$ cat config.mk
export PLATFORM = sky130hd
export DESIGN_NAME = armSystem
export DESIGN_NICKNAME = d
export VERILOG_FILES = /design/src/armPkg.sv /design/src/instrDecoder.sv /design/src/condUnit.sv /design/src/regFile.sv /design/src/alu.sv /design/src/armDatapath.sv /design/src/dataMem.sv /design/src/armSystem.sv
export SDC_FILE = /design/constraint.sdc
export NUM_CORES = 2
export LEC_CHECK = 0
export BUFFER_PORTS_ARGS = -buffer_cell sky130_fd_sc_hd__buf_4
export CAP_MARGIN = 15
export CORE_MARGIN = 2
export CORE_UTILIZATION = 35
export DETAILED_ROUTE_END_ITERATION = 6
export PLACE_DENSITY_LB_ADDON = 0.25
export SLEW_MARGIN = 10
export SYNTH_ARGS = -nofsm -noshare
export SYNTH_HDL_FRONTEND = slang
export SYNTH_SLANG_ARGS = --single-unit
$ cat constraint.sdc
create_clock -name clk -period 10 [get_ports clk]
set_input_delay 0 -clock clk [delete_from_list [all_inputs] [get_ports clk]]
set_output_delay 0 -clock clk [all_outputs]
set_load 0.01 [all_outputs]
$ cat src/armPkg.sv
package armPkg;

   localparam int XLEN        = 32;
   localparam int RegAddrBits = 4;

   // Data-processing encoding
   typedef struct packed {
      logic [3:0]  cond;
      logic [1:0]  op;
      logic        immFlag;    // 1 = imm8 in operand2
      logic [3:0]  cmd;
      logic        setFlags;   // S bit
      logic [3:0]  rn;
      logic [3:0]  rd;
      logic [11:0] operand2;   // imm8 or rm in low bits
   } dpInstr_t;

   // LDR/STR encoding
   typedef struct packed {
      logic [3:0]  cond;
      logic [1:0]  op;
      logic        immFlag;
      logic        preIndex;
      logic        up;
      logic        byteFlag;
      logic        writeBack;
      logic        load;       // 1 = LDR
      logic [3:0]  rn;
      logic [3:0]  rd;
      logic [11:0] imm12;      // Zero-extended offset
   } memInstr_t;

   // B encoding
   typedef struct packed {
      logic [3:0]  cond;
      logic [1:0]  op;
      logic        brFlag;
      logic        linkFlag;
      logic [23:0] imm24;      // Signed word offset
   } brInstr_t;

   // Same word seen through each instruction class
   typedef union packed {
      dpInstr_t  dp;
      memInstr_t mem;
      brInstr_t  br;
   } instrWord_t;

   // Op field, bits 27:26
   localparam logic [1:0] OpData   = 2'b00;
   localparam logic [1:0] OpMem    = 2'b01;
   localparam logic [1:0] OpBranch = 2'b10;

   // Data-processing commands
   localparam logic [3:0] CmdAnd = 4'b0000;
   localparam logic [3:0] CmdEor = 4'b0001;
   localparam logic [3:0] CmdSub = 4'b0010;
   localparam logic [3:0] CmdAdd = 4'b0100;
   localparam logic [3:0] CmdCmp = 4'b1010;
   localparam logic [3:0] CmdOrr = 4'b1100;
   localparam logic [3:0] CmdMov = 4'b1101;
   localparam logic [3:0] CmdBic = 4'b1110;

   // Condition field
   localparam logic [3:0] CondEq = 4'b0000;
   localparam logic [3:0] CondNe = 4'b0001;
   localparam logic [3:0] CondCs = 4'b0010;
   localparam logic [3:0] CondCc = 4'b0011;
   localparam logic [3:0] CondMi = 4'b0100;
   localparam logic [3:0] CondPl = 4'b0101;
   localparam logic [3:0] CondVs = 4'b0110;
   localparam logic [3:0] CondVc = 4'b0111;
   localparam logic [3:0] CondHi = 4'b1000;
   localparam logic [3:0] CondLs = 4'b1001;
   localparam logic [3:0] CondGe = 4'b1010;
   localparam logic [3:0] CondLt = 4'b1011;
   localparam logic [3:0] CondGt = 4'b1100;
   localparam logic [3:0] CondLe = 4'b1101;
   localparam logic [3:0] CondAl = 4'b1110;

   // ALU operations
   localparam logic [2:0] AluAdd   = 3'b000;
   localparam logic [2:0] AluSub   = 3'b001;
   localparam logic [2:0] AluAnd   = 3'b010;
   localparam logic [2:0] AluOrr   = 3'b011;
   localparam logic [2:0] AluEor   = 3'b100;
   localparam logic [2:0] AluBic   = 3'b101;
   localparam logic [2:0] AluPassB = 3'b110;

   // Immediate extension modes
   localparam logic [1:0] ImmByte   = 2'b00;
   localparam logic [1:0] ImmMem    = 2'b01;
   localparam logic [1:0] ImmBranch = 2'b10;

endpackage

$ cat src/instrDecoder.sv
`timescale 1ns/1ps

module instrDecoder import armPkg::*; (
   input  instrWord_t instr,
   output logic [1:0] flagWrite,
   output logic       branchReq,
   output logic       regWriteReq,
   output logic       memWriteReq,
   output logic       memToReg,
   output logic       aluSrc,
   output logic [1:0] immSrc,
   output logic [1:0] regSrc,
   output logic [2:0] aluControl
);

   logic aluOp;   // Data-processing class
   logic arith;   // Command touches C and V

   // Main decoder
   always_comb begin
      branchReq   = 1'b0;
      regWriteReq = 1'b0;
      memWriteReq = 1'b0;
      memToReg    = 1'b0;
      aluSrc      = 1'b0;
      immSrc      = ImmByte;
      regSrc      = 2'b00;
      aluOp       = 1'b0;
      case (instr.dp.op)
         OpData: begin
            aluSrc      = instr.dp.immFlag;             // imm8 or rm
            regWriteReq = (instr.dp.cmd != CmdCmp);     // CMP only sets flags
            aluOp       = 1'b1;
         end
         OpMem: begin
            aluSrc      = 1'b1;                         // rn + imm12
            immSrc      = ImmMem;
            regSrc      = {~instr.mem.load, 1'b0};      // STR reads rd on port 2
            memToReg    = instr.mem.load;
            regWriteReq = instr.mem.load;
            memWriteReq = ~instr.mem.load;
         end
         OpBranch: begin
            aluSrc    = 1'b1;
            immSrc    = ImmBranch;
            regSrc    = 2'b01;                          // R15 as first source
            branchReq = 1'b1;
         end
         default: begin
            branchReq = 1'b0;                           // Undefined class, no effect
         end
      endcase
   end

   // ALU decoder
   always_comb begin
      aluControl = AluAdd;                              // Address and target adds
      if (aluOp) begin
         case (instr.dp.cmd)
            CmdAdd:  aluControl = AluAdd;
            CmdSub:  aluControl = AluSub;
            CmdCmp:  aluControl = AluSub;               // Subtract, result dropped
            CmdAnd:  aluControl = AluAnd;
            CmdOrr:  aluControl = AluOrr;
            CmdEor:  aluControl = AluEor;
            CmdBic:  aluControl = AluBic;
            CmdMov:  aluControl = AluPassB;
            default: aluControl = AluAdd;
         endcase
      end
   end

   assign arith = aluOp && (instr.dp.cmd inside {CmdAdd, CmdSub, CmdCmp});

   // N,Z on any S; C,V only for arithmetic
   assign flagWrite = {aluOp & instr.dp.setFlags, arith & instr.dp.setFlags};

   // Op 11 is coprocessor space, never fed to this core
   opLegal: assert final (instr.dp.op !== 2'b11)
      else $error("instrDecoder: undefined op class 2'b11");

endmodule

$ cat src/condUnit.sv
`timescale 1ns/1ps

module condUnit import armPkg::*; (
   input  logic       clk,
   input  logic       reset,
   input  logic [3:0] cond,
   input  logic [3:0] aluFlags,     // N Z C V
   input  logic [1:0] flagWrite,
   input  logic       branchReq,
   input  logic       regWriteReq,
   input  logic       memWriteReq,
   output logic       regWrite,
   output logic       memWrite,
   output logic       pcSrc
);

   logic [1:0] flagsNz;   // Stored N, Z
   logic [1:0] flagsCv;   // Stored C, V
   logic [1:0] flagEn;
   logic       neg, zero, carry, overflow;
   logic       ge;
   logic       condEx;

   // Flag halves load separately
   always_ff @(posedge clk or posedge reset) begin
      if (reset) begin
         flagsNz <= 2'b00;
         flagsCv <= 2'b00;
      end else begin
         if (flagEn[1]) flagsNz <= aluFlags[3:2];
         if (flagEn[0]) flagsCv <= aluFlags[1:0];
      end
   end

   assign {neg, zero}      = flagsNz;
   assign {carry, overflow} = flagsCv;
   assign ge = (neg == overflow);

   // Condition check on flags from before this edge
   always_comb begin
      case (cond)
         CondEq:  condEx = zero;
         CondNe:  condEx = ~zero;
         CondCs:  condEx = carry;
         CondCc:  condEx = ~carry;
         CondMi:  condEx = neg;
         CondPl:  condEx = ~neg;
         CondVs:  condEx = overflow;
         CondVc:  condEx = ~overflow;
         CondHi:  condEx = carry & ~zero;
         CondLs:  condEx = ~carry | zero;
         CondGe:  condEx = ge;
         CondLt:  condEx = ~ge;
         CondGt:  condEx = ~zero & ge;
         CondLe:  condEx = zero | ~ge;
         CondAl:  condEx = 1'b1;
         default: condEx = 1'b0;     // 1111 unsupported
      endcase
   end

   assign flagEn   = flagWrite & {2{condEx}};
   assign regWrite = regWriteReq & condEx;
   assign memWrite = memWriteReq & condEx;
   assign pcSrc    = branchReq & condEx;

   // Reserved condition must not carry a live request
   condLegal: assert property (@(posedge clk) disable iff (reset)
      (branchReq || regWriteReq || memWriteReq) |-> cond != 4'b1111);

endmodule

$ cat src/regFile.sv
`timescale 1ns/1ps

module regFile (
   input  logic        clk,
   input  logic        writeEn,
   input  logic [3:0]  readAddr1,
   input  logic [3:0]  readAddr2,
   input  logic [3:0]  writeAddr,
   input  logic [31:0] writeValue,
   input  logic [31:0] pcPlus8,
   output logic [31:0] readValue1,
   output logic [31:0] readValue2
);

   logic [31:0] regs [15];   // R0..R14

   // R15 lives in the PC, never written here
   always_ff @(posedge clk) begin
      if (writeEn && writeAddr != 4'd15) begin
         regs[writeAddr] <= writeValue;
      end
   end

   // Combinational reads, R15 gives PC+8
   assign readValue1 = (readAddr1 == 4'd15) ? pcPlus8 : regs[readAddr1];
   assign readValue2 = (readAddr2 == 4'd15) ? pcPlus8 : regs[readAddr2];

endmodule

$ cat src/alu.sv
`timescale 1ns/1ps

module alu import armPkg::*; (
   input  logic [XLEN-1:0] a,
   input  logic [XLEN-1:0] b,
   input  logic [2:0]      aluControl,
   output logic [XLEN-1:0] result,
   output logic [3:0]      flags      // N Z C V
);

   logic            isSub;
   logic            arith;
   logic [XLEN-1:0] condInvB;
   logic [XLEN:0]   sum;            // Extra bit holds carry out
   logic            neg, zero, carry, overflow;

   assign isSub = (aluControl == AluSub);
   assign arith = (aluControl == AluAdd) || isSub;

   // One adder, b inverted plus carry-in for subtract
   assign condInvB = isSub ? ~b : b;
   assign sum      = {1'b0, a} + {1'b0, condInvB} + {{XLEN{1'b0}}, isSub};

   always_comb begin
      case (aluControl)
         AluAdd,
         AluSub:   result = sum[XLEN-1:0];
         AluAnd:   result = a & b;
         AluOrr:   result = a | b;
         AluEor:   result = a ^ b;
         AluBic:   result = a & ~b;
         AluPassB: result = b;              // MOV
         default:  result = sum[XLEN-1:0];
      endcase
   end

   assign neg  = result[XLEN-1];
   assign zero = (result == '0);
   // C is NOT borrow on subtract, matching ARM
   assign carry = arith & sum[XLEN];
   // Operands of like sign, result of other sign
   assign overflow = arith & ~(a[XLEN-1] ^ b[XLEN-1] ^ isSub)
                           & (a[XLEN-1] ^ sum[XLEN-1]);

   assign flags = {neg, zero, carry, overflow};

endmodule

$ cat src/armDatapath.sv
`timescale 1ns/1ps

module armDatapath import armPkg::*; (
   input  logic            clk,
   input  logic            reset,
   input  instrWord_t      instr,
   input  logic [1:0]      regSrc,
   input  logic [1:0]      immSrc,
   input  logic            aluSrc,
   input  logic [2:0]      aluControl,
   input  logic            memToReg,
   input  logic            regWrite,
   input  logic            pcSrc,
   input  logic [XLEN-1:0] readData,
   output logic [XLEN-1:0] pc,
   output logic [XLEN-1:0] aluResult,
   output logic [XLEN-1:0] writeData,
   output logic [3:0]      aluFlags
);

   logic [XLEN-1:0]        pcNext, pcPlus4, pcPlus8;
   logic [XLEN-1:0]        extImm;
   logic [XLEN-1:0]        srcA, srcB;
   logic [XLEN-1:0]        result;
   logic [RegAddrBits-1:0] readAddr1, readAddr2;

   // PC register, only B redirects
   assign pcNext = pcSrc ? aluResult : pcPlus4;

   always_ff @(posedge clk or posedge reset) begin
      if (reset) pc <= '0;
      else       pc <= pcNext;
   end

   assign pcPlus4 = pc + XLEN'(4);
   assign pcPlus8 = pcPlus4 + XLEN'(4);   // R15 view

   // Branch reads R15, store reads rd as data
   assign readAddr1 = regSrc[0] ? 4'd15 : instr.dp.rn;
   assign readAddr2 = regSrc[1] ? instr.dp.rd : instr.dp.operand2[3:0];

   regFile rf (
      .clk        (clk),
      .writeEn    (regWrite),
      .readAddr1  (readAddr1),
      .readAddr2  (readAddr2),
      .writeAddr  (instr.dp.rd),
      .writeValue (result),
      .pcPlus8    (pcPlus8),
      .readValue1 (srcA),
      .readValue2 (writeData)
   );

   always_comb begin
      case (immSrc)
         ImmByte:   extImm = {24'b0, instr.dp.operand2[7:0]};
         ImmMem:    extImm = {20'b0, instr.mem.imm12};
         ImmBranch: extImm = {{6{instr.br.imm24[23]}}, instr.br.imm24, 2'b00};  // Words to bytes
         default:   extImm = '0;
      endcase
   end

   assign srcB = aluSrc ? extImm : writeData;

   // Also forms branch target R15 + offset
   alu alu (
      .a          (srcA),
      .b          (srcB),
      .aluControl (aluControl),
      .result     (aluResult),
      .flags      (aluFlags)
   );

   assign result = memToReg ? readData : aluResult;   // LDR writeback

endmodule

$ cat src/dataMem.sv
`timescale 1ns/1ps

module dataMem #(
   parameter int dataWords = 64
) (
   input  logic        clk,
   input  logic        writeEn,
   input  logic [31:0] addr,
   input  logic [31:0] writeValue,
   output logic [31:0] readValue
);

   localparam int IdxBits = $clog2(dataWords);

   logic [31:0]        ram [dataWords];
   logic [IdxBits-1:0] wordIdx;

   // Word index wraps at depth
   assign wordIdx = addr[IdxBits+1:2];

   always_ff @(posedge clk) begin
      if (writeEn) ram[wordIdx] <= writeValue;
   end

   assign readValue = ram[wordIdx];   // Async read

   // No byte or halfword stores in this core
   storeAligned: assert property (@(posedge clk) writeEn |-> addr[1:0] == 2'b00);

endmodule

$ cat src/armSystem.sv
`timescale 1ns/1ps

module armSystem import armPkg::*; #(
   parameter int dataWords = 64
) (
   input  logic            clk,
   input  logic            reset,
   input  instrWord_t      instr,
   output logic [XLEN-1:0] pc,
   output logic            memWrite,
   output logic [XLEN-1:0] dataAdr,
   output logic [XLEN-1:0] writeData
);

   // Unconditional requests from the decoder
   logic [1:0]      flagWrite;
   logic            branchReq, regWriteReq, memWriteReq;
   // Datapath selects
   logic            memToReg, aluSrc;
   logic [1:0]      immSrc, regSrc;
   logic [2:0]      aluControl;
   // Condition-gated strobes
   logic            regWrite, pcSrc;
   logic [3:0]      aluFlags;
   logic [XLEN-1:0] readData;

   instrDecoder dec (
      .instr       (instr),
      .flagWrite   (flagWrite),
      .branchReq   (branchReq),
      .regWriteReq (regWriteReq),
      .memWriteReq (memWriteReq),
      .memToReg    (memToReg),
      .aluSrc      (aluSrc),
      .immSrc      (immSrc),
      .regSrc      (regSrc),
      .aluControl  (aluControl)
   );

   condUnit cu (
      .clk         (clk),
      .reset       (reset),
      .cond        (instr.dp.cond),
      .aluFlags    (aluFlags),
      .flagWrite   (flagWrite),
      .branchReq   (branchReq),
      .regWriteReq (regWriteReq),
      .memWriteReq (memWriteReq),
      .regWrite    (regWrite),
      .memWrite    (memWrite),
      .pcSrc       (pcSrc)
   );

   armDatapath dp (
      .clk        (clk),
      .reset      (reset),
      .instr      (instr),
      .regSrc     (regSrc),
      .immSrc     (immSrc),
      .aluSrc     (aluSrc),
      .aluControl (aluControl),
      .memToReg   (memToReg),
      .regWrite   (regWrite),
      .pcSrc      (pcSrc),
      .readData   (readData),
      .pc         (pc),
      .aluResult  (dataAdr),     // ALU output is the memory address
      .writeData  (writeData),
      .aluFlags   (aluFlags)
   );

   dataMem #(.dataWords(dataWords)) dmem (
      .clk        (clk),
      .writeEn    (memWrite),
      .addr       (dataAdr),
      .writeValue (writeData),
      .readValue  (readData)
   );

endmodule

* After elaboration in Yosys (flattened, before gate mapping)
Memories as Yosys holds them, arrays and structs flattened.
Cells that the tools add are included.
** Word-level totals
- RAM bits :: 2528
- Bits in read-only memories :: 48
- Memories kept :: 3
- Output and inout bits :: 97
- Bits in registers :: 36
- Bits of input ports :: 34
** Memory list
- dmem.ram :: depth 64, bits a word 32, read ports 1, clocked after Yosys merged registers in 0, write ports 1, line dataMem.sv:15 : logic [31:0] ram [dataWords];
- dp.rf.regs :: depth 15, bits a word 32, read ports 2, clocked after Yosys merged registers in 0, write ports 1, line regFile.sv:15 : logic [31:0] regs [15];
- (no name shown) :: depth 16, bits a word 3, read ports 1, clocked after Yosys merged registers in 0, write ports 0, line instrDecoder.sv:59 : case (instr.dp.cmd)
** Operators by class
- $add $sub $neg :: 4
- Reduce and logical (&&, ||, !) cells :: 10
- Equality and inequality tests :: 32
- Muxes and demuxes :: 24
- Bitwise logic cells :: 28
** Operators with widths (number)
- 2-to-1 mux 32 bit :: 6
- one-hot mux 32 bit (5 select lines) :: 1
- one-hot mux 32 bit (3 select lines) :: 1
- adder 32 x 3 -> 32 bit (second input constant) :: 2
- bitwise AND 32 bit :: 2
- == test 4 bit (second input constant) :: 10
- adder 32 x 32 -> 33 bit :: 1
- adder 33 x 1 -> 33 bit :: 1
- logical NOT 32 bit :: 1
- inverter 32 bit :: 1
- OR 32 bit :: 1
- XOR 32 bit :: 1
- == test 4 x 3 -> 1 bit (second input constant) :: 5
- one-hot mux 1 bit (15 select lines) :: 1
- == test 4 x 2 -> 1 bit (second input constant) :: 3
- bitwise AND 1 bit :: 10
- == test 3 bit (second input constant) :: 3
- 2-to-1 mux 1 bit :: 8
- 2-to-1 mux 4 bit :: 2
- != test 4 bit (second input constant) :: 2
- one-hot mux 2 bit (2 select lines) :: 2
- inverter 1 bit :: 7
- == test 3 x 2 -> 1 bit (second input constant) :: 2
- == test 2 x 1 -> 1 bit (second input constant) :: 2
- 16 further kinds :: 23

* Longest topological paths before layout
An unclocked memory read counts as a cell.
- Depth after elaboration :: 13
- Depth in mapped cells :: 34

* By module
Synthesis repeated with hierarchy kept, for this count alone.
** Unflattened totals
- Cells, all modules :: 6952
- Area total of the unflattened synthesis :: 110985.2 um^2
** By module, submodules not included
- dataMem :: area an instance 78287.6 um^2, cells each 4207, instances 1
- regFile :: area an instance 23169.7 um^2, cells each 1419, instances 1
- alu :: area an instance 4903.5 um^2, cells each 756, instances 1
- armDatapath :: area an instance 3890.0 um^2, cells each 485, instances 1
- condUnit :: area an instance 444.2 um^2, cells each 47, instances 1
- instrDecoder :: area an instance 290.3 um^2, cells each 38, instances 1

* Least setup slack after synthesis
OpenSTA, ideal clock, no wires.
- Kind :: in2reg
- Start :: input instr[26] (netlist bit)
- End :: memory dp.rf.regs[0][30] (data pin)
- Data arrival time :: 8960 ps
- Required time :: 9790 ps
- Path slack :: 831 ps
- Cell stages on the path :: 28
- Library setup time :: 210 ps
- Path through :: inv_1 ha_1 buf_4 and3b_1 buf_4 o21ai_4 buf_4 buf_2 buf_4 buf_2 buf_2 nand2_1 a311oi_1 o2bb2ai_1 a211oi_1 a21oi_1 xnor2_1 ha_1 a31oi_1 o21ai_0 a211o_1 a311o_1 a41o_1 nor3_1 o21bai_1 or4_1 nand3_1 o32a_1
** RTL lines
- start, declared :: line armSystem.sv:8 : input instrWord_t instr,
- == test 2 bit or == test 2 x 1 -> 1 bit (tied branches) :: line instrDecoder.sv:29 : case (instr.dp.op)
- one-hot mux 2 bit (2 select lines) (*) :: line instrDecoder.sv:29
- 2-to-1 mux 4 bit (*) :: line armDatapath.sv:40 : assign readAddr2 = regSrc[1] ? instr.dp.rd : instr.dp.operand2[3:0];
- memory read (15 x 32 bit) or == test 4 bit (tied branches)
- 2-to-1 mux 32 bit (*) :: line regFile.sv:26 : assign readValue2 = (readAddr2 == 4'd15) ? pcPlus8 : regs[readAddr2];
- via writeData[14] :: line armSystem.sv:12 : output logic [XLEN-1:0] writeData
- 2-to-1 mux 32 bit (*) :: line armDatapath.sv:63 : assign srcB = aluSrc ? extImm : writeData;
- inverter 32 bit :: line alu.sv:21 : assign condInvB = isSub ? ~b : b;
- 2-to-1 mux 32 bit (*) :: line alu.sv:21
- adder 32 x 32 -> 33 bit (*) :: line alu.sv:22 : assign sum = {1'b0, a} + {1'b0, condInvB} + {{XLEN{1'b0}}, isSub};
- adder 33 x 1 -> 33 bit (*) :: line alu.sv:22
- one-hot mux 32 bit (5 select lines) (*) :: line alu.sv:25 : case (aluControl)
- via dataAdr[30] :: line armSystem.sv:11 : output logic [XLEN-1:0] dataAdr,
- 2-to-1 mux 32 bit (*) :: line armDatapath.sv:74 : assign result = memToReg ? readData : aluResult;
- via dp.result[30] :: line armDatapath.sv:24 : logic [XLEN-1:0] result;
- end, declared :: line regFile.sv:15
The timed path passes the listed nets; every way through them passes the cells marked *.

* Final worst setup path
- Start :: input instr[20] (netlist bit)
- End :: memory dp.rf.regs[11][9] (data pin)
** On the way
- Cells in the longest elaborated chain, start to end :: 13
** RTL lines
- inverter 1 bit :: line instrDecoder.sv:38 : regSrc = {~instr.mem.load, 1'b0};
- one-hot mux 2 bit (2 select lines) :: line instrDecoder.sv:29
- 2-to-1 mux 4 bit :: line armDatapath.sv:40
- memory read (15 x 32 bit) or == test 4 bit (tied branches)
- 2-to-1 mux 32 bit :: line regFile.sv:26
- 2-to-1 mux 32 bit :: line armDatapath.sv:63
- inverter 32 bit :: line alu.sv:21, alu.sv:31
- 2-to-1 mux 32 bit :: line alu.sv:21
- adder 32 x 32 -> 33 bit :: line alu.sv:22
- adder 33 x 1 -> 33 bit :: line alu.sv:22
- one-hot mux 32 bit (5 select lines) :: line alu.sv:25
- memory read (64 x 32 bit)
- 2-to-1 mux 32 bit (*) :: line armDatapath.sv:74
- via dp.result[9] :: line armDatapath.sv:24
Marked as above.

==> out/results.tsv <==
stage	metric	value	unit
clocking	cts_root_buf	clkbuf_16	
synth	yosysMostFrequentCell	edfxtp_1	
timing	hold_ws	83.5	ps
floorplan	fp.dieW	572	µm
floorplan	num_rows	208	
pwr	clockPowerShare	23.7	%
routing	vias	83300	
outcome	status	finished clean	
synth	ys_seq_area_share	68.0	%
clocking	cts_resized	0	
synth	yosys-top-cells-area	edfxtp_1, nand2_1, a21oi_1	
worst_setup_path	rrSetupSlack	970	ps
pwr	p_int	24000	µW
synth	syn_avg_cell_area	13.1	µm²
clocking	cts_buffers	284	
pwr	seqPwrFrac	30.1	%
worst_setup_path	crit_type	in2reg	
place	port_buffers	130	
grt	grt_usage	28.7	%
timing	drv_slew	0	
routing	drt_pass1_iterations	7	
synth	synth_top_cell_area_share	67.2	%
routing	ant_nets	0	
routing	totalWireLength	482000	µm
clocking	htree_levels	5	
synth	yosys_warnings	0	
floorplan	io_pins	131	
worst_setup_path	slowest_stage	a2111oi_1	
layout	nNetsFinal	9004	
worst_setup_path	cp-end-kind	flop	
pwr	p_comb_share	46.2	%
timing	finalHoldViolCount	0	
hold_path	whs_endpoint	cu.flagsNz[0]	
timing	finalSetupViolCount	0	
timing	maxSlewHeadroom	12.7	%
floorplan	dieArea	327000	µm²
hold_path	worstHoldStart	instr[28]	
worst_setup_path	r2r-end	dp.rf.regs[11][9]	
clocking	tritoncts	built	
synth	ys.flop_type	edfxtp_1	
synth	synth_area	113000	µm²
floorplan	die_h	572	µm
routing	drt_iter0_drc	13200	
worst_setup_path	slowest_delay	1010	ps
timing	worst_slew_pin_slew	1300	ps
grt	grt-ovfl-total	0	
timing	fin_crit_sh	90.7	%
synth	syn_inst	8638	
floorplan	coreArea	321000	µm²
clocking	clock_latency	950	ps
pwr	leakagePower	0.0439	µW
place	hpwlAfterDp	300000	µm
timing	skew	82.9	ps
synth	syn_nets	8748	
layout	drive_gt1_share	14.9	%
synth	synth_top_cell_by_area	edfxtp_1	
clocking	cts_sinks	2564	
grt	antenna_found_initial	30	
pwr	ir_drop	0.375	mV
worst_setup_path	crit_required	10610	ps
worst_setup_path	crit_arrival	9680	ps
grt	grt_pass1_vias	77600	
layout	area_delta_synth_final	16.1	%
timing	rsz0062_at_grt	false	
grt	grt_pass1_wl	655000	µm
pwr	p_per_area	333	nW/µm²
pwr	swShare	45.0	%
worst_setup_path	critPathMaxFanout	64	
synth	synth_common_cells	edfxtp_1, nand2_1, a21oi_1, nand3_1	
timing	min_period	9070	ps
hold_path	hold_class	in2reg	
routing	routed_via_density	6.20	
hold_path	hold-path-cell-count	5	
synth	ys_ff_latch	2564	
synth	synth.distinct_cells	114	
clocking	cts.clk_slew.worst_paths	50	ps
place	gp_congestion	0.956	
synth	synthArstFlopShare	1.40	%
timing	setup_tns	0	ps
worst_setup_path	path_common_cell	buf_4	
synth	synth_edf_count	2528	
floorplan	initial_core_util	35.2	%
grt	grt_max_degree	124	
clocking	clk_path_buf_depth	4	
worst_setup_path	cp-start-kind	input port	
worst_setup_path	r2r_cells	22	
pwr	p_sw	19600	µW
timing	max_freq	110	MHz
run	drv_cap	0	
routing	drc	0	
routing	wl_per_cell	35.9	µm
worst_setup_path	timing.rr.start	dp.pc[2]	
[flip-flops by register name (all words and copies together) (netlist names)]
name and count:
cu.flagsNz 2, cu.flagsCv 2, dmem.ram 2048, dp.rf.regs 480, dp.pc 32
[critical path, delay by kind of cell]
| kind | cells | cell delay [ps] |
|---|---|---|
| compound gates | 11 | 4690 |
| fa+ha+maj | 1 | 440 |
| simple gates | 6 | 1360 |
| buf+inv | 9 | 2550 |
| xor+xnor | 2 | 430 |
[per-stage QoR]
step	util, %	setup WS, ps	instance area [µm²]	power (µW)	std cells
3_3_place_gp	38.0	250	122000	32800	12900
6_report	40.8	930	131000	43600	13400
3_5_place_dp	38.0	586	122000	32900	12900
5_1_grt	40.8	665	131000	44500	13400
4_1_cts	40.8	1010	131000	43200	13400
2_1_floorplan	-	831	113000	22500	8638
[power groups by stage]
| stage | Clock, µW | Sequential, µW | Combinational (µW) |
|---|---|---|---|
| after floorplan | 0 | 13200 | 9280 |
| after global placement | 0 | 13300 | 19500 |
| after detailed placement | 0 | 13300 | 19600 |
| after CTS | 10400 | 13100 | 19600 |
| after global routing | 10800 | 13100 | 20500 |
| final | 10400 | 13100 | 20200 |
[cell type report]
class,count,area [µm²]
clock buffers,353,7430
flip-flops and latches,2564,76800
diodes,11,27.5
clock inverters,154,1540
repair buffers,595,5240
well taps,4305,5390
fillers,29700,190000
inverters,105,417
multi-input cells,5344,34200
[cell usage in the layout, fill, tap and decap left out, types with 30 or more instances in the layout]
cell / count
a31oi_1: 112
clkbuf_16: 287
clkinv_2: 37
o21ai_0: 300
a22oi_1: 106
and3_1: 65
a21o_1: 39
clkinv_1: 61
mux2_2: 91
mux4_2: 58
inv_1: 93
a311oi_1: 58
nand3_1: 319
buf_12: 60
o22ai_1: 83
mux2i_1: 306
buf_4: 526
nor2_4: 83
a221oi_1: 100
nand2_1: 1516
a211o_1: 46
ha_1: 74
nor2b_1: 34
a21oi_1: 613
xnor2_1: 68
edfxtp_1: 2528
a211oi_1: 179
nand4_1: 30
dfrtp_1: 36
nor2_1: 227
a32oi_1: 38
clkbuf_1: 66
o211ai_1: 47
nor3_1: 77
[worst max-delay path by stage]
stage,start,to,slack (ps)
after global routing,dp.pc[2],dataAdr[30],670
final,instr[20],dp.rf.regs[11][9],930
after floorplan,instr[26],dp.rf.regs[0][30],830
after global placement,instr[27],dp.rf.regs[12][10],250
after detailed placement,instr[27],dp.rf.regs[9][9],590
after CTS,dp.pc[2],dataAdr[31],1010
[repair_timing]
action                                 4_1_cts  5_1_grt
hold buffers                                 7        0
buffers inserted                             0        0
endpoints found under the hold margin       72        0
[kinds of logic (layout without fill, tap and decap cells)]
family / count (synthesis) / in the layout / share of synthesized area (%)
fa+ha+maj: 76 / 76 / 0.849
xor+xnor: 95 / 95 / 0.737
flops: 2564 / 2564 / 68.0
compound gates: 2150 / 2150 / 12.9
simple gates: 2561 / 2561 / 9.84
buf+inv: 730 / 1207 / 2.81
other cells: 0 / 11 / 0
mux: 462 / 462 / 4.87
[per-layer routing]
layer / GRT usage (%) / vias to the layer above / wire length [µm]
li1: - / 33800 / -
met1: 38.4 / 42600 / 185000
met2: 43.6 / 5769 / 212000
met3: 6.28 / 1118 / 54700
met4: 15.4 / 16 / 30600
met5: 0 / - / 113
No activity file was read; power rests on OpenSTA's default activity.
